[src/logic/pdp8_defines.svh]
// Word, address and opcode constants for the PDP-8 core, included by RTL and testbench
`ifndef PDP8_DEFINES_SVH
`define PDP8_DEFINES_SVH

`define PDP8_WORD_W     12        // Data word width
`define PDP8_ADDR_W     12        // Address width, one 4K field
`define PDP8_MEM_DEPTH  4096      // Core memory words

// Major opcodes in IR bits 0..2
`define PDP8_OP_AND     3'd0      // Logical AND
`define PDP8_OP_TAD     3'd1      // Two's complement add
`define PDP8_OP_ISZ     3'd2      // Increment and skip if zero
`define PDP8_OP_DCA     3'd3      // Deposit and clear AC
`define PDP8_OP_JMS     3'd4      // Jump to subroutine
`define PDP8_OP_JMP     3'd5      // Jump
`define PDP8_OP_IOT     3'd6      // I/O transfer, no devices here
`define PDP8_OP_OPR     3'd7      // Operate microinstructions

// Zero-page locations that auto-increment on indirect use
`define PDP8_AUTOINX_LO 12'o0010  // First auto-index word
`define PDP8_AUTOINX_HI 12'o0017  // Last auto-index word

`endif

[src/logic/pdp8_pkg.sv]
// Shared PDP-8 types for instruction decode and sequencing, imported by the core modules
`include "pdp8_defines.svh"

package pdp8_pkg;

	// Major opcode in bits 0..2
	typedef enum logic [2:0] {
		OP_AND = `PDP8_OP_AND,
		OP_TAD = `PDP8_OP_TAD,
		OP_ISZ = `PDP8_OP_ISZ,
		OP_DCA = `PDP8_OP_DCA,
		OP_JMS = `PDP8_OP_JMS,
		OP_JMP = `PDP8_OP_JMP,
		OP_IOT = `PDP8_OP_IOT,
		OP_OPR = `PDP8_OP_OPR
	} opcode_e;

	// Memory reference layout, bit numbers as in the PDP-8 manuals
	typedef struct packed {
		opcode_e     opcode;    // Bits 0..2
		logic        indirect;  // Bit 3
		logic        page;      // Bit 4, set for current page
		logic [5:11] offset;    // Word within page
	} mri_t;

	// Operate layout, micro bits keep their manual numbers
	typedef struct packed {
		opcode_e     opcode;    // Always OPR here
		logic        group;     // Bit 3, 0 selects group 1
		logic [4:11] micro;     // Microinstruction bits
	} opr_t;

	// One instruction word, decoded by opcode into either view
	typedef union packed {
		mri_t mri;
		opr_t opr;
	} instr_u;

	// Sequencer states, one cycle each
	typedef enum logic [2:0] {
		ST_IDLE,     // Stopped, panel owns memory
		ST_FETCH,    // Read strobe at PC
		ST_DECODE,   // Instruction word arrives
		ST_DEFER,    // Pointer read and wait
		ST_AUTOINX,  // Pointer write-back
		ST_READ,     // Operand read strobe
		ST_EXEC,     // Operand arrives or operate runs
		ST_WRITE     // Result store
	} ctrl_state_e;

endpackage

[src/logic/pdp8_mem_if.sv]
// One processor memory access per strobe, shared by the sequencer and the core memory
`timescale 1ns/1ps
`include "pdp8_defines.svh"

interface pdp8_mem_if;

	logic                      req;    // One-cycle access strobe
	logic                      we;     // Write when set with req
	logic [0:`PDP8_ADDR_W-1]   addr;   // Word address
	logic [0:`PDP8_WORD_W-1]   wdata;  // Store data
	logic [0:`PDP8_WORD_W-1]   rdata;  // Valid the cycle after a read strobe

	// Sequencer side
	modport cpu (
		output req,
		output we,
		output addr,
		output wdata,
		input  rdata
	);

	// Core memory side
	modport memory (
		input  req,
		input  we,
		input  addr,
		input  wdata,
		output rdata
	);

endinterface

[src/logic/pdp8_control.sv]
// Non-pipelined PDP-8 instruction sequencer, driving memory and the operate unit
`timescale 1ns/1ps
`include "pdp8_defines.svh"

module pdp8_control import pdp8_pkg::*; (
	input  logic                    i_clk,
	input  logic                    i_rst_n,
	input  logic                    i_start,     // Start strobe, honored in IDLE
	input  logic [0:`PDP8_ADDR_W-1] i_start_pc,  // First instruction address
	pdp8_mem_if.cpu                 mem,
	output instr_u                  o_instr,     // IR to operate unit
	output logic [0:`PDP8_WORD_W-1] o_ac_cur,
	output logic                    o_link_cur,
	input  logic [0:`PDP8_WORD_W-1] i_opr_ac,
	input  logic                    i_opr_link,
	input  logic                    i_opr_skip,
	input  logic                    i_opr_halt,
	output logic                    o_run,
	output logic                    o_halted,
	output logic [0:`PDP8_ADDR_W-1] o_pc
);

	ctrl_state_e state;
	logic        defer_wait;                 // Second DEFER cycle
	logic        halted;
	logic        link;
	logic [0:`PDP8_ADDR_W-1] pc;
	logic [0:`PDP8_WORD_W-1] ac;
	logic [0:`PDP8_ADDR_W-1] ma;             // Memory address
	logic [0:`PDP8_WORD_W-1] mb;             // Incremented pointer or ISZ word
	instr_u                  ir;
	instr_u                  fetched;        // Word arriving in DECODE
	logic [0:`PDP8_ADDR_W-1] direct_ea;
	logic                    is_autoinx;

	// Next state once the effective address is known
	function automatic ctrl_state_e route(opcode_e op);
		case (op)
			OP_AND, OP_TAD, OP_ISZ: return ST_READ;
			OP_DCA, OP_JMS:         return ST_WRITE;
			default:                return ST_FETCH;  // JMP is done
		endcase
	endfunction

	assign fetched    = mem.rdata;
	assign direct_ea  = fetched.mri.page ? {pc[0:4], fetched.mri.offset}
		: {5'b0, fetched.mri.offset};        // Current page or page zero
	assign is_autoinx = (ma >= `PDP8_AUTOINX_LO) && (ma <= `PDP8_AUTOINX_HI);

	// Memory request per state
	always_comb begin
		mem.req   = 1'b0;
		mem.we    = 1'b0;
		mem.addr  = ma;
		mem.wdata = mb;
		case (state)
			ST_FETCH: begin
				mem.req  = 1'b1;
				mem.addr = pc;
			end
			ST_DEFER:   mem.req = !defer_wait;  // Strobe then wait
			ST_READ:    mem.req = 1'b1;
			ST_AUTOINX: begin
				mem.req = 1'b1;
				mem.we  = 1'b1;                  // Pointer write-back
			end
			ST_WRITE: begin
				mem.req = 1'b1;
				mem.we  = 1'b1;
				if (ir.mri.opcode == OP_DCA) begin
					mem.wdata = ac;
				end else if (ir.mri.opcode == OP_JMS) begin
					mem.wdata = pc;              // Return address
				end
			end
			default: ;
		endcase
	end

	// Sequencer and architectural registers
	always_ff @(posedge i_clk or negedge i_rst_n) begin
		if (!i_rst_n) begin
			state      <= ST_IDLE;
			defer_wait <= 1'b0;
			halted     <= 1'b0;
			pc         <= '0;
			ac         <= '0;
			link       <= 1'b0;
		end else begin
			case (state)
				ST_IDLE: if (i_start) begin
					pc     <= i_start_pc;
					halted <= 1'b0;
					state  <= ST_FETCH;
				end
				ST_FETCH: state <= ST_DECODE;
				ST_DECODE: begin
					pc <= pc + 1'b1;
					if (fetched.mri.opcode == OP_OPR || fetched.mri.opcode == OP_IOT) begin
						state <= ST_EXEC;
					end else if (fetched.mri.indirect) begin
						state <= ST_DEFER;
					end else begin
						state <= route(fetched.mri.opcode);
						if (fetched.mri.opcode == OP_JMP) begin
							pc <= direct_ea;     // Overrides the increment
						end
					end
				end
				ST_DEFER: if (!defer_wait) begin
					defer_wait <= 1'b1;
				end else begin
					defer_wait <= 1'b0;
					if (is_autoinx) begin
						state <= ST_AUTOINX;
					end else begin
						state <= route(ir.mri.opcode);
						if (ir.mri.opcode == OP_JMP) begin
							pc <= mem.rdata;
						end
					end
				end
				ST_AUTOINX: begin
					state <= route(ir.mri.opcode);
					if (ir.mri.opcode == OP_JMP) begin
						pc <= mb;
					end
				end
				ST_READ: state <= ST_EXEC;
				ST_EXEC: begin
					state <= ST_FETCH;
					case (ir.mri.opcode)
						OP_AND: ac <= ac & mem.rdata;
						OP_TAD: {link, ac} <= {link, ac} + {1'b0, mem.rdata};
						OP_ISZ: state <= ST_WRITE;
						OP_OPR: begin
							ac   <= i_opr_ac;
							link <= i_opr_link;
							if (i_opr_skip) begin
								pc <= pc + 1'b1;
							end
							if (i_opr_halt) begin
								halted <= 1'b1;
								state  <= ST_IDLE;
							end
						end
						default: ;              // IOT does nothing
					endcase
				end
				ST_WRITE: begin
					state <= ST_FETCH;
					case (ir.mri.opcode)
						OP_DCA: ac <= '0;
						OP_JMS: pc <= ma + 1'b1;  // Enter after the link word
						OP_ISZ: if (mb == '0) begin
							pc <= pc + 1'b1;
						end
						default: ;
					endcase
				end
				default: state <= ST_IDLE;
			endcase
		end
	end

	// IR, MA and MB follow the state
	always_ff @(posedge i_clk) begin
		case (state)
			ST_DECODE: begin
				ir <= fetched;
				ma <= direct_ea;
			end
			ST_DEFER: if (defer_wait) begin
				mb <= mem.rdata + 1'b1;           // Auto-index candidate
				if (!is_autoinx) begin
					ma <= mem.rdata;              // Pointer becomes the target
				end
			end
			ST_AUTOINX: ma <= mb;                 // Use the incremented pointer
			ST_EXEC:    mb <= mem.rdata + 1'b1;   // ISZ result
			default: ;
		endcase
	end

	assign o_instr    = ir;
	assign o_ac_cur   = ac;
	assign o_link_cur = link;
	assign o_run      = (state != ST_IDLE);
	assign o_halted   = halted;
	assign o_pc       = pc;

	// Instruction word came from the address held in PC
	a_fetch_pc: assert property (@(posedge i_clk) disable iff (!i_rst_n)
		(state == ST_DECODE) |-> ($past(mem.req) && !$past(mem.we) && $past(mem.addr) == pc))
		else $error("fetch address differs from PC");

	// Stopped core leaves memory to the panel
	a_idle_quiet: assert property (@(posedge i_clk) disable iff (!i_rst_n)
		(state == ST_IDLE) |-> !mem.req)
		else $error("memory request while idle");

endmodule

[src/flat_wrapper.sv]
// flat-port wrapper written by rule: the top's interface ports become plain ports
module pdp8_control_flat import pdp8_pkg::*;
  (i_clk, i_rst_n, i_start, i_start_pc, o_instr, o_ac_cur, o_link_cur, i_opr_ac, i_opr_link, i_opr_skip, i_opr_halt, o_run, o_halted, o_pc, mem_req, mem_we, mem_addr, mem_wdata, mem_rdata);
  pdp8_mem_if mem_i ();
  input  logic i_clk;
  input  logic i_rst_n;
  input  logic i_start;
  input  logic [0:`PDP8_ADDR_W-1] i_start_pc;
  output instr_u o_instr;
  output logic [0:`PDP8_WORD_W-1] o_ac_cur;
  output logic o_link_cur;
  input  logic [0:`PDP8_WORD_W-1] i_opr_ac;
  input  logic i_opr_link;
  input  logic i_opr_skip;
  input  logic i_opr_halt;
  output logic o_run;
  output logic o_halted;
  output logic [0:`PDP8_ADDR_W-1] o_pc;
  output wire logic [$bits(mem_i.req)-1:0] mem_req;
  output wire logic [$bits(mem_i.we)-1:0] mem_we;
  output wire logic [$bits(mem_i.addr)-1:0] mem_addr;
  output wire logic [$bits(mem_i.wdata)-1:0] mem_wdata;
  input wire logic [$bits(mem_i.rdata)-1:0] mem_rdata;
  assign mem_req = mem_i.req;
  assign mem_we = mem_i.we;
  assign mem_addr = mem_i.addr;
  assign mem_wdata = mem_i.wdata;
  assign mem_i.rdata = mem_rdata;
  pdp8_control u_core (.i_clk(i_clk), .i_rst_n(i_rst_n), .i_start(i_start), .i_start_pc(i_start_pc), .mem(mem_i), .o_instr(o_instr), .o_ac_cur(o_ac_cur), .o_link_cur(o_link_cur), .i_opr_ac(i_opr_ac), .i_opr_link(i_opr_link), .i_opr_skip(i_opr_skip), .i_opr_halt(i_opr_halt), .o_run(o_run), .o_halted(o_halted), .o_pc(o_pc));
endmodule
[config.mk]
export PLATFORM = sky130hd
export DESIGN_NAME = pdp8_control_flat
export DESIGN_NICKNAME = d
export VERILOG_FILES = /design/src/logic/pdp8_pkg.sv /design/src/logic/pdp8_mem_if.sv /design/src/logic/pdp8_control.sv /design/src/flat_wrapper.sv
export VERILOG_INCLUDE_DIRS = /design/src /design/src/logic
export SDC_FILE = /design/constraint.sdc
export NUM_CORES = 1
export LEC_CHECK = 0
export BUFFER_PORTS_ARGS = -buffer_cell sky130_fd_sc_hd__buf_2
export CAP_MARGIN = 10
export CORE_MARGIN = 10
export CORE_UTILIZATION = 50
export CTS_CLUSTER_DIAMETER = 30
export DETAILED_ROUTE_END_ITERATION = 12
export PLACE_DENSITY_LB_ADDON = 0.12
export SLEW_MARGIN = 5
export SYNTH_ARGS = -nofsm -noshare
export SYNTH_HDL_FRONTEND = slang
export SYNTH_SLANG_ARGS = --single-unit
[constraint.sdc]
create_clock -name i_clk -period 6.33 [get_ports i_clk]
set_input_delay 1.266 -clock i_clk [delete_from_list [all_inputs] [get_ports i_clk]]
set_output_delay 1.266 -clock i_clk [all_outputs]
set_load 0.1 [all_outputs]
==> results.cfg <==
[outcome]
status = complete, no violations

[floorplan]
coreArea_sq_um = 9820
start_util = 0.517
ios = 107
rows = 36
die_h_um = 121
dieArea_sq_um = 14600
die_w_um = 121

[logic_synthesis]
yosysMostFrequentCell = nor2_1
synth_common_cells = nor2_1, nand2_1, o21ai_0
synth_edf_count = 36
postSynthCellCount = 596
yosys_warnings = 0
synthFlopType = edfxtp_1
synth.avg_cell_area_sq_um = 8.53
synth_seq_cells = 66
ys_types = 70
yosysSeqAreaShare = 0.361
yosys.area.top_type = edfxtp_1
syn_nets = 655
ys_top_cells_by_area = edfxtp_1, dfrtp_1, o21ai_0
synth_top_area_share = 0.213
syn-cell-area_sq_um = 5080
async_flop_share = 0.455

[clock_network]
cts_hold_buf = 0
cts.sinks = 66
clk_latency_ns = 0.36
cts_resized = 0
numCtsBuffers = 9
cts_max_path_buffers = 2
clk_pin_slew_ns = 0.07
cts_setup_buffers = 0
cts_root_buf = clkbuf_8
cts_tree = done
htree_num_levels = 3

[route]
vias = 5166
drt_iter0_markers = 464
route.detailed.drc = 0
ant_nets = 0
post_drt_wl_per_cell_um = 20.7
first_pass_iters = 6
top_layer = met4
routed_wirelength_um = 17000
vias_per_cell = 6.31
met2_length_um = 7890
met3_length_um = 1610
met1_length_um = 7010

[setup_path]
critPathRequiredTime_ns = 5.06
slowest_delay_ns = 0.95
worstSetupPathType = reg -> out
crit_chain = inv_1, nor3_2, mux2_2, buf_2
path_depth = 4
crit_buf_inv = 2
r2r_setup_slack_ns = 2.96
r2r_start = u_core.state[1]$_DFFE_PN0P_
critPathCaptureType = primary output
rr_endpoint = u_core.o_ac_cur[0]$_DFFE_PN0P_
cp.arrival_ns = 3.32
path_delay_family = simple AND/OR/NAND/NOR gates
critPathMaxFanout = 23
crit_path_top_delay_cell = nor3_2
critPathLaunchType = register
r2r_cells = 7

[final_layout]
register_area_sq_um = 1830
drive_gt1_frac = 0.223
layout.nets = 740
areaGrowthSynthToFinish_pct = 14.7
fillers = 945
diodes = 0
multi_input_area_sq_um = 3020

[global_routing]
track_usage = 0.229
grt_pass1_vias = 5111
antenna_found_initial = 0
grt_pass1_wl_um = 27000
grt_overflow = 0
grt_max_degree = 31

[min_path]
hold_path.class = reg -> reg
min-delay-start = u_core.o_halted$_DFFE_PN0P_
min_path_cells = 2
holdPathEnd = u_core.o_halted$_DFFE_PN0P_

[sta]
drv_slew = 0
fin_setup_tns_ns = 0
slew_headroom = 0.302
hold_violations = 0
period_share = 0.724
skew_ns = 0.0128
worst_slew_pin_slew_ns = 1.04
max_freq_mhz = 218
finalSetupViolCount = 0
period_needed_ns = 4.58
rsz0062_at_grt = no

[placement]
io_buffers = 106
place_hpwl_um = 12600
finalWeightedCongestion = 0.966

[flow_run]
cap_viol_max_count = 0
==> through the flow <==
| stage | cells | setup slack (ns) | instance area (sq um) | hold slack [ns] | utilization |
|---|---|---|---|---|---|
| 2_1_floorplan | 596 | 1.71 | 5080 | 0.494 | - |
| 3_3_place_gp | 803 | 2.29 | 5640 | 0.498 | 0.575 |
| 3_5_place_dp | 803 | 2.18 | 5640 | 0.497 | 0.575 |
| 4_1_cts | 819 | 1.78 | 5830 | 0.515 | 0.594 |
| 5_1_grt | 819 | 1.55 | 5830 | 0.541 | 0.594 |
| 6_report | 819 | 1.75 | 5830 | 0.515 | 0.594 |
==> tightest hold or removal path: stages, from the launching register on <==
cell and delay [ns]:
dfrtp_1 0.33, o21ai_0 0.08, o21ai_0 0.07
==> worst max-delay path by stage <==
stage | start | to | slack, ns
2_1_floorplan | u_core.o_instr[11]$_DFFE_PP_ | mem_wdata[10] | 1.71
5_1_grt | u_core.state[0]$_DFFE_PN0P_ | mem_addr[9] | 1.55
6_report | u_core.state[0]$_DFFE_PN0P_ | mem_addr[8] | 1.75
3_3_place_gp | u_core.state[0]$_DFFE_PN0P_ | mem_addr[9] | 2.29
3_5_place_dp | u_core.state[0]$_DFFE_PN0P_ | mem_addr[9] | 2.18
4_1_cts | u_core.state[0]$_DFFE_PN0P_ | mem_addr[9] | 1.78
==> area by class of cell <==
cell class / count / share of cell area
clock buffer: 10 / 0.0219
inverter: 18 / 0.0116
multi-input combinational: 477 / 0.519
sequential: 66 / 0.314
tap: 133 / 0.0286
clock inverter: 6 / 0.0101
timing repair buffer: 109 / 0.0949
==> cell families (layout without fill, tap and decap cells) <==
| logic type | after synthesis | after routing | synth area share |
|---|---|---|---|
| muxes | 16 | 16 | 0.0345 |
| and+or+nand+nor | 221 | 221 | 0.216 |
| buffers and inverters | 53 | 143 | 0.0446 |
| DFF | 66 | 66 | 0.361 |
| AOI/OAI and AO/OA | 191 | 191 | 0.246 |
| adders and majority gates | 17 | 17 | 0.0433 |
| xor gates and xnor gates | 32 | 32 | 0.0552 |
==> sequential cells by signal, summed over array words and instances, names as in the netlist <==
| signal | cells |
|---|---|
| u_core.o_instr | 12 |
| u_core.o_link_cur | 1 |
| u_core.o_halted | 1 |
| u_core.ma | 12 |
| u_core.defer_wait | 1 |
| u_core.o_pc | 12 |
| u_core.mb | 12 |
| u_core.o_ac_cur | 12 |
| u_core.state | 3 |
==> routing by layer <==
metal	GRT usage	vias up
met4	0.116	0
met2	0.368	302
met1	0.295	2427
met3	0.0335	43
met5	0	-
li1	-	2394
==> layout by cell type, fill, tap and decap left out, drive strengths merged, types with 5 or more instances in the layout <==
cell	count
buf	109
nor2	72
nand2	59
o21ai	56
a21oi	44
edfxtp	36
dfrtp	30
nand3	22
xnor2	18
inv	17
o22ai	16
ha	16
nor3	16
xor2	14
mux2	12
nand2b	11
a211oi	11
clkbuf	10
a21o	7
a22oi	7
nor4	7
o31ai	7
nor3b	7
a221oi	6
and3	5
o221ai	5
a22o	5
o211ai	5
Power is not shown: default switching activity piles up to over one toggle a cycle in this logic, so the estimate is an artifact.
