### config.mk
export PLATFORM = sky130hd
export DESIGN_NAME = pdp8_operate
export DESIGN_NICKNAME = d
export VERILOG_FILES = /design/src/logic/pdp8_pkg.sv /design/src/logic/pdp8_operate.sv
export VERILOG_INCLUDE_DIRS = /design/src /design/src/logic
export SDC_FILE = /design/constraint.sdc
export NUM_CORES = 1
export LEC_CHECK = 0
export CAP_MARGIN = 20
export CELL_PAD_IN_SITES_DETAIL_PLACEMENT = 1
export CELL_PAD_IN_SITES_GLOBAL_PLACEMENT = 1
export CORE_MARGIN = 1
export CORE_UTILIZATION = 40
export DETAILED_ROUTE_END_ITERATION = 6
export DONT_BUFFER_PORTS = 1
export GPL_ROUTABILITY_DRIVEN = 1
export GPL_TIMING_DRIVEN = 0
export PLACE_DENSITY_LB_ADDON = 0.05
export SLEW_MARGIN = 20
export SYNTH_ARGS = -nofsm -noshare
export SYNTH_HDL_FRONTEND = slang
export SYNTH_SLANG_ARGS = --single-unit
### constraint.sdc
create_clock -name vclk -period 5.4
set_clock_uncertainty 0.1 [all_clocks]
set_input_delay 1.08 -clock vclk [all_inputs]
set_output_delay 1.08 -clock vclk [all_outputs]
set_load 0.02 [all_outputs]
### src/logic/pdp8_defines.svh
// Word, address and opcode constants for the PDP-8 core, included by RTL and testbench
`ifndef PDP8_DEFINES_SVH
`define PDP8_DEFINES_SVH

`define PDP8_WORD_W     12        // Data word width
`define PDP8_ADDR_W     12        // Address width, one 4K field
`define PDP8_MEM_DEPTH  4096      // Core memory words

// Major opcodes in IR bits 0..2
`define PDP8_OP_AND     3'd0      // Logical AND
`define PDP8_OP_TAD     3'd1      // Two's complement add
`define PDP8_OP_ISZ     3'd2      // Increment and skip if zero
`define PDP8_OP_DCA     3'd3      // Deposit and clear AC
`define PDP8_OP_JMS     3'd4      // Jump to subroutine
`define PDP8_OP_JMP     3'd5      // Jump
`define PDP8_OP_IOT     3'd6      // I/O transfer, no devices here
`define PDP8_OP_OPR     3'd7      // Operate microinstructions

// Zero-page locations that auto-increment on indirect use
`define PDP8_AUTOINX_LO 12'o0010  // First auto-index word
`define PDP8_AUTOINX_HI 12'o0017  // Last auto-index word

`endif

### src/logic/pdp8_pkg.sv
// Shared PDP-8 types for instruction decode and sequencing, imported by the core modules
`include "pdp8_defines.svh"

package pdp8_pkg;

	// Major opcode in bits 0..2
	typedef enum logic [2:0] {
		OP_AND = `PDP8_OP_AND,
		OP_TAD = `PDP8_OP_TAD,
		OP_ISZ = `PDP8_OP_ISZ,
		OP_DCA = `PDP8_OP_DCA,
		OP_JMS = `PDP8_OP_JMS,
		OP_JMP = `PDP8_OP_JMP,
		OP_IOT = `PDP8_OP_IOT,
		OP_OPR = `PDP8_OP_OPR
	} opcode_e;

	// Memory reference layout, bit numbers as in the PDP-8 manuals
	typedef struct packed {
		opcode_e     opcode;    // Bits 0..2
		logic        indirect;  // Bit 3
		logic        page;      // Bit 4, set for current page
		logic [5:11] offset;    // Word within page
	} mri_t;

	// Operate layout, micro bits keep their manual numbers
	typedef struct packed {
		opcode_e     opcode;    // Always OPR here
		logic        group;     // Bit 3, 0 selects group 1
		logic [4:11] micro;     // Microinstruction bits
	} opr_t;

	// One instruction word, decoded by opcode into either view
	typedef union packed {
		mri_t mri;
		opr_t opr;
	} instr_u;

	// Sequencer states, one cycle each
	typedef enum logic [2:0] {
		ST_IDLE,     // Stopped, panel owns memory
		ST_FETCH,    // Read strobe at PC
		ST_DECODE,   // Instruction word arrives
		ST_DEFER,    // Pointer read and wait
		ST_AUTOINX,  // Pointer write-back
		ST_READ,     // Operand read strobe
		ST_EXEC,     // Operand arrives or operate runs
		ST_WRITE     // Result store
	} ctrl_state_e;

endpackage

### src/logic/pdp8_operate.sv
// Combinational Group 1 and Group 2 operate unit, fed by the sequencer during EXEC
`timescale 1ns/1ps
`include "pdp8_defines.svh"

module pdp8_operate import pdp8_pkg::*; (
	input  instr_u                  i_instr,   // Current IR
	input  logic [0:`PDP8_WORD_W-1] i_ac,      // AC before the instruction
	input  logic                    i_link,    // Link before the instruction
	input  logic [0:`PDP8_WORD_W-1] i_switch,  // Switch register
	output logic [0:`PDP8_WORD_W-1] o_ac,      // New AC
	output logic                    o_link,    // New link
	output logic                    o_skip,    // Skip next word
	output logic                    o_halt     // Stop the sequencer
);

	logic [4:11] micro;  // Micro bits, manual numbering
	logic        is_opr;

	// Group 1 intermediate steps
	logic [0:`PDP8_WORD_W-1] g1_ac_clr;
	logic [0:`PDP8_WORD_W-1] g1_ac_cmp;
	logic                    g1_l_clr;
	logic                    g1_l_cmp;
	logic [0:`PDP8_WORD_W]   g1_lac;     // Link and AC after IAC
	logic [0:`PDP8_WORD_W]   g1_rot;     // After the rotate

	// Group 2 terms
	logic                    g2_cond;    // OR of selected sense tests
	logic                    g2_skip;
	logic [0:`PDP8_WORD_W-1] g2_ac;

	assign micro  = i_instr.opr.micro;
	assign is_opr = (i_instr.opr.opcode == OP_OPR);

	// Group 1 in event order
	always_comb begin
		g1_ac_clr = micro[4] ? '0 : i_ac;                 // CLA
		g1_l_clr  = micro[5] ? 1'b0 : i_link;             // CLL
		g1_ac_cmp = micro[6] ? ~g1_ac_clr : g1_ac_clr;    // CMA
		g1_l_cmp  = micro[7] ? ~g1_l_clr : g1_l_clr;      // CML
		g1_lac    = {g1_l_cmp, g1_ac_cmp} + 13'(micro[11]); // IAC, carry flips link
		case ({micro[8], micro[9], micro[10]})
			3'b100: g1_rot = {g1_lac[12], g1_lac[0:11]};      // RAR
			3'b101: g1_rot = {g1_lac[11:12], g1_lac[0:10]};   // RTR
			3'b010: g1_rot = {g1_lac[1:12], g1_lac[0]};       // RAL
			3'b011: g1_rot = {g1_lac[2:12], g1_lac[0:1]};     // RTL
			default: g1_rot = g1_lac;                         // No rotate
		endcase
	end

	// Group 2, sense tests see the incoming AC
	always_comb begin
		g2_cond = (micro[5] & i_ac[0])          // SMA
			| (micro[6] & (i_ac == '0))         // SZA
			| (micro[7] & i_link);              // SNL
		g2_skip = g2_cond ^ micro[8];           // Bit 8 reverses into SPA SNA SZL SKP
		g2_ac   = micro[4] ? '0 : i_ac;         // CLA after the tests
		if (micro[9]) begin
			g2_ac = g2_ac | i_switch;           // OSR
		end
	end

	// Pick the group result
	always_comb begin
		o_ac   = i_ac;
		o_link = i_link;
		o_skip = 1'b0;
		o_halt = 1'b0;
		if (is_opr && !i_instr.opr.group) begin
			o_ac   = g1_rot[1:12];
			o_link = g1_rot[0];
		end else if (is_opr && !micro[11]) begin
			o_ac   = g2_ac;
			o_skip = g2_skip;
			o_halt = micro[10];                 // HLT
		end
		// Group 3 words fall through unchanged
	end

endmodule

==> results.cfg, run 1 <==
[final_layout]
drive_gt1_frac = 0.119
clock_buffer_count = 0
flow.area_growth_from_synthesis_pct = 4.34
final_cell_mix = sky130_fd_sc_hd__nand2_1, sky130_fd_sc_hd__o21ai_0, sky130_fd_sc_hd__nor2_1, sky130_fd_sc_hd__a21oi_1, sky130_fd_sc_hd__clkbuf_1
final_common_cell = sky130_fd_sc_hd__nand2_1
layout.nets = 303
final-seq-area_um2 = 0
antenna-diode-count = 0
number_of_flip_flops_and_latches = 0

[setup_path]
arrival_ns = 3.87
max_stage_delay_ns = 0.46
cp_cell_sequence = buf_2 > nor2b_1 > xnor2_1 > ha_1 > nand4_1 > o21a_1 > a31o_1 > a221o_1 > a221oi_2
timing.critical_path.required_ns = 4.22
worstPathBufferInverterCount = 1
crit_path_start_kind = input port
kind_of_end_point_of_the_critical_path = output pin
critPathSlowestCell = sky130_fd_sc_hd__a221oi_2
worstSetupPathDepth = 9
worst-setup-path-type = input port to output pin
worst_path_dominant_cell_family = compound AO/OA/AOI/OAI gates
critical_path.startpoint = i_instr[7]
crit_end = o_ac[3]
crit_path_max_fanout = 19

[die]
die_h_um = 66.7
placeableCoreArea_um2 = 4000
floorplan_die_width_um = 66.7
initial_utilization = 0.419
i_o_pins = 52
floorplan.die_area_um2 = 4450
core.rowCount = 23

[global_route]
grt_util_all_layers = 0.295
via_count_of_the_first_global_routing_pass = 1994
antenna_found_initial = 0
grt_first_pass_wirelength_um = 10100
grt_start_max_net_pins = 11
grt-ovfl-total = 0

[routing]
antenna_violating_nets_post_route = 0
drt-initial-drc-count = 181
route.final.wire_length_um = 6340
remaining_drc_errors = 0
number_of_vias_per_cell = 6.70
dr_total_vias = 2084
dr.pass1.iters = 4
detail_route.wl_per_cell_um = 20.4

[synthesis]
syn_nets = 302
post-synth-top-area-cell = sky130_fd_sc_hd__nand2_1
synthTopCellsByArea = sky130_fd_sc_hd__nand2_1, sky130_fd_sc_hd__o21ai_0, sky130_fd_sc_hd__a21oi_1
postSynthAreaPerCell_um2 = 6.39
synth-warning-count = 0
synth.top_cell.area_share = 0.0605
postSynthCellCount = 262
synth.distinct_cells = 68
synth_area_um2 = 1670
sequential_fraction_of_the_synthesis_area = 0

[pwr]
irDropWorstVdd_mv = 0.0388
power_uw = 161
power.leakage_nw = 0.599
ratio_of_total_power_to_cell_area_nw_per_um2 = 92.0

[sta]
hold-worst-slack_ns = 2.26
report.final.hold_viol_count = 0
final-max-slew-violation-count = 0
period_minus_slack_ns = 5.05
setup_violations = 0
max_slew.worst_pin.slew_ns = 0.717
rsz0062_at_grt = false
timing.max_slew.rel_slack = 0.517
final_min_period_over_clock_period = 0.934
achievable-frequency_mhz = 198

[placed_design]
place_hpwl_um = 5130
port_buffers = 0
gp_congestion = 0.889

[status]
status = finished, final reports clean

[cts]
cts_setup_buffers = 0
cts-hold-fix-buffers = 0

[worst_hold_path]
worst_hold_path_type = input port to output pin

[job]
maxCapViolCount = 0
==> worst min-delay path by stage <==
stage                from     end  slack [ns]  cells after the start
4_1_cts        i_instr[8]  o_halt        2.26                      1
6_report       i_instr[8]  o_halt        2.26                      1
3_5_place_dp   i_instr[8]  o_halt        2.26                      1
5_1_grt        i_instr[8]  o_skip        2.26                      1
2_1_floorplan  i_instr[8]  o_halt        2.25                      1
3_3_place_gp   i_instr[8]  o_halt        2.26                      1
==> report_power, final <==
| group | total, mW | internal, mW | switching [mW] |
|---|---|---|---|
| combinational | 0.161 | 0.0558 | 0.105 |
| clock | 0 | 0 | 0 |
| sequential | 0 | 0 | 0 |
==> area by class of cell <==
cell class                 instances  area, um^2
inverter                          11        41.3
buffer                            22         101
fill                             563        2250
tap                               50        62.6
multi-input combinational        228        1540
==> synthesized netlist by cell type (3+ instances only) <==
| cell type | count |
|---|---|
| sky130_fd_sc_hd__o22ai_1 | 4 |
| sky130_fd_sc_hd__nand4_1 | 3 |
| sky130_fd_sc_hd__nand2b_1 | 5 |
| sky130_fd_sc_hd__a211oi_1 | 3 |
| sky130_fd_sc_hd__o21ai_0 | 20 |
| sky130_fd_sc_hd__nor4_1 | 4 |
| sky130_fd_sc_hd__a21oi_1 | 19 |
| sky130_fd_sc_hd__nand3_1 | 8 |
| sky130_fd_sc_hd__o21a_1 | 5 |
| sky130_fd_sc_hd__buf_2 | 8 |
| sky130_fd_sc_hd__a221oi_1 | 8 |
| sky130_fd_sc_hd__inv_1 | 10 |
| sky130_fd_sc_hd__clkbuf_1 | 11 |
| sky130_fd_sc_hd__xnor2_1 | 9 |
| sky130_fd_sc_hd__ha_1 | 3 |
| sky130_fd_sc_hd__nor2_1 | 19 |
| sky130_fd_sc_hd__o221ai_1 | 3 |
| sky130_fd_sc_hd__a31oi_1 | 7 |
| sky130_fd_sc_hd__o31ai_1 | 5 |
| sky130_fd_sc_hd__nand2_1 | 27 |
| sky130_fd_sc_hd__nor3_1 | 6 |
| sky130_fd_sc_hd__a221o_1 | 5 |
| sky130_fd_sc_hd__nor2b_1 | 9 |
| sky130_fd_sc_hd__a22oi_1 | 3 |
==> repair_timing <==
item	4_1_cts	5_1_grt
pin swaps	0	0
setup endpoints to repair	2	10
gates resized for setup	2	0
==> per-stage QoR <==
stage,TNS (ns),setup WS [ns],instance area [um^2],instances,util
2_1_floorplan,0,0.467,1670,262,-
3_3_place_gp,-0.182,-0.182,1740,312,0.434
3_5_place_dp,-0.173,-0.173,1740,312,0.434
4_1_cts,0,0.000505,1750,312,0.438
5_1_grt,0,0.110,1750,311,0.437
6_report,0,0.355,1750,311,0.437
==> cells by family (layout without fill, tap and decap cells) <==
family	count (synthesis)	count (layout)	synth area share
AOI/OAI and AO/OA	114	114	0.507
and+or+nand+nor	96	96	0.295
buffers and inverters	34	33	0.0874
xor gates and xnor gates	11	11	0.0620
muxes	4	4	0.0254
adders and majority gates	3	3	0.0224
==> routing by layer <==
layer  vias to the layer above  global-route usage  part of all wire
met5                         -                   0                 0
met4                         0              0.0293            0.0099
met3                         6              0.0257             0.064
met2                        66               0.468              0.44
met1                       992               0.439              0.49
li1                       1020                   -                 -
No activity file was read; power rests on OpenSTA's default activity.
==> run 2: changes to the inputs <==
--- a/config.mk
+++ b/config.mk
@@ -16,6 +16,7 @@
 export GPL_ROUTABILITY_DRIVEN = 1
 export GPL_TIMING_DRIVEN = 0
 export PLACE_DENSITY_LB_ADDON = 0.05
+export RECOVER_POWER = 50
 export SLEW_MARGIN = 20
 export SYNTH_ARGS = -nofsm -noshare
 export SYNTH_HDL_FRONTEND = slang
==> run 2 against run 1 <==
Compared with the run above:
- global-route usage did not move
- non-clock buffer count stayed put
- critical path depth unchanged
- final area fell by 0.65%
- final cell count is the same
- sequential share of layout area unchanged
- total power down 0.35%
- die area is the same
==> results.cfg, run 2 (synthesis results as in run 1) <==
[status]
status = finished, final reports clean

[placed_design]
place_hpwl_um = 5130
gp_congestion = 0.889
preCtsSetupSlack_ns = -0.173
place.detailed.instances = 312
port_buffers = 0

[global_route]
via_count_of_the_first_global_routing_pass = 1994
antenna_found_initial = 0
grt_first_pass_wirelength_um = 10100
grt-ovfl-total = 0
grt_start_max_net_pins = 11
grt_util_all_layers = 0.295

[worst_hold_path]
whs_endpoint = o_halt
timing.hold.worst.start = i_instr[8]
min_delay_path_depth = 1
worst_hold_path_type = input port to output pin

[die]
placeableCoreArea_um2 = 4000
floorplan.die_area_um2 = 4450
initial_utilization = 0.419
core.rowCount = 23
floorplan_die_width_um = 66.7
die_h_um = 66.7
i_o_pins = 52

[sta]
final_min_period_over_clock_period = 0.938
timing.max_slew.rel_slack = 0.524
final-max-slew-violation-count = 0
report.final.hold_viol_count = 0
setup_violations = 0
finalSetupTns_ns = 0
achievable-frequency_mhz = 197
rsz0062_at_grt = false
max_slew.worst_pin.slew_ns = 0.706
final_critical_path_setup_slack_ns = 0.336
period_minus_slack_ns = 5.06

[routing]
dr.pass1.iters = 4
remaining_drc_errors = 0
dr_total_vias = 2103
route.final.wire_length_um = 6370
antenna_violating_nets_post_route = 0
detail_route.wl_per_cell_um = 20.5
number_of_vias_per_cell = 6.76
drt-initial-drc-count = 176

[setup_path]
crit_path_max_fanout = 19
crit_path_start_kind = input port
kind_of_end_point_of_the_critical_path = output pin
arrival_ns = 3.88
worst-setup-path-type = input port to output pin
timing.critical_path.required_ns = 4.22

[cts]
cts-hold-fix-buffers = 0
post_cts_resized = 2
cts_setup_buffers = 0

[final_layout]
fillCellCount = 563
final-seq-area_um2 = 0
drive_gt1_frac = 0.107
number_of_flip_flops_and_latches = 0
final_common_cell = sky130_fd_sc_hd__nand2_1
antenna-diode-count = 0
layout.nets = 303
final_cells = 311
clock_buffer_count = 0
final_cell_mix = sky130_fd_sc_hd__nand2_1, sky130_fd_sc_hd__o21ai_0, sky130_fd_sc_hd__a21oi_1, sky130_fd_sc_hd__nor2_1, sky130_fd_sc_hd__clkbuf_1
multiInputGateArea_um2 = 1530
flow.area_growth_from_synthesis_pct = 3.66

[pwr]
irDropWorstVdd_mv = 0.0384
power.leakage_nw = 0.596
ratio_of_total_power_to_cell_area_nw_per_um2 = 92.3

[job]
maxCapViolCount = 0
==> run 2: final cells by class <==
| cell class | count | area share |
|---|---|---|
| buffer | 22 | 0.0577 |
| inverter | 11 | 0.0238 |
| tap | 50 | 0.0360 |
| multi-input combinational | 228 | 0.882 |
==> run 2: through the flow <==
step                      utilization  hold slack, ns  power (mW)  cell area [um^2]
after floorplan                     -            2.25       0.125              1670
after global placement          0.434            2.26       0.157              1740
after global routing            0.434            2.26       0.174              1740
final                           0.434            2.26       0.160              1740
after detailed placement        0.434            2.26       0.158              1740
after CTS                       0.438            2.26       0.160              1750
==> run 2: worst max path at each step <==
stage | start | endpoint | slack [ns] | cells past startpoint
5_1_grt | i_instr[7] | o_ac[3] | 0.1 | 9
2_1_floorplan | i_instr[7] | o_ac[3] | 0.47 | 10
4_1_cts | i_instr[7] | o_ac[3] | 0.0005 | 10
6_report | i_instr[7] | o_ac[3] | 0.34 | 9
3_5_place_dp | i_instr[7] | o_ac[3] | -0.17 | 10
3_3_place_gp | i_instr[7] | o_ac[3] | -0.18 | 10
==> run 2: per-layer routing <==
metal  part of all wire  wire (um)  track usage  vias to the layer above
met5                  0          0            0                        -
li1                   -          -            -                     1017
met2               0.44       2830        0.468                       66
met1               0.48       3090        0.439                     1016
met3              0.065        412       0.0257                        4
met4             0.0057         36       0.0293                        0
==> run 2: worst max-delay path, stage by stage <==
cell                       delay (ns)
sky130_fd_sc_hd__clkbuf_2        0.33
sky130_fd_sc_hd__nor2b_1         0.11
sky130_fd_sc_hd__xnor2_1         0.22
sky130_fd_sc_hd__ha_1            0.41
sky130_fd_sc_hd__nand4_1         0.29
sky130_fd_sc_hd__o21a_1          0.28
sky130_fd_sc_hd__a31o_1          0.31
sky130_fd_sc_hd__a221o_1         0.40
sky130_fd_sc_hd__a221oi_2        0.46
==> run 2: where the power goes <==
part           leakage, nW  switching (mW)  internal [mW]
logic                0.596           0.105         0.0554
registers                0               0              0
clock network            0               0              0
total                0.596           0.105         0.0554
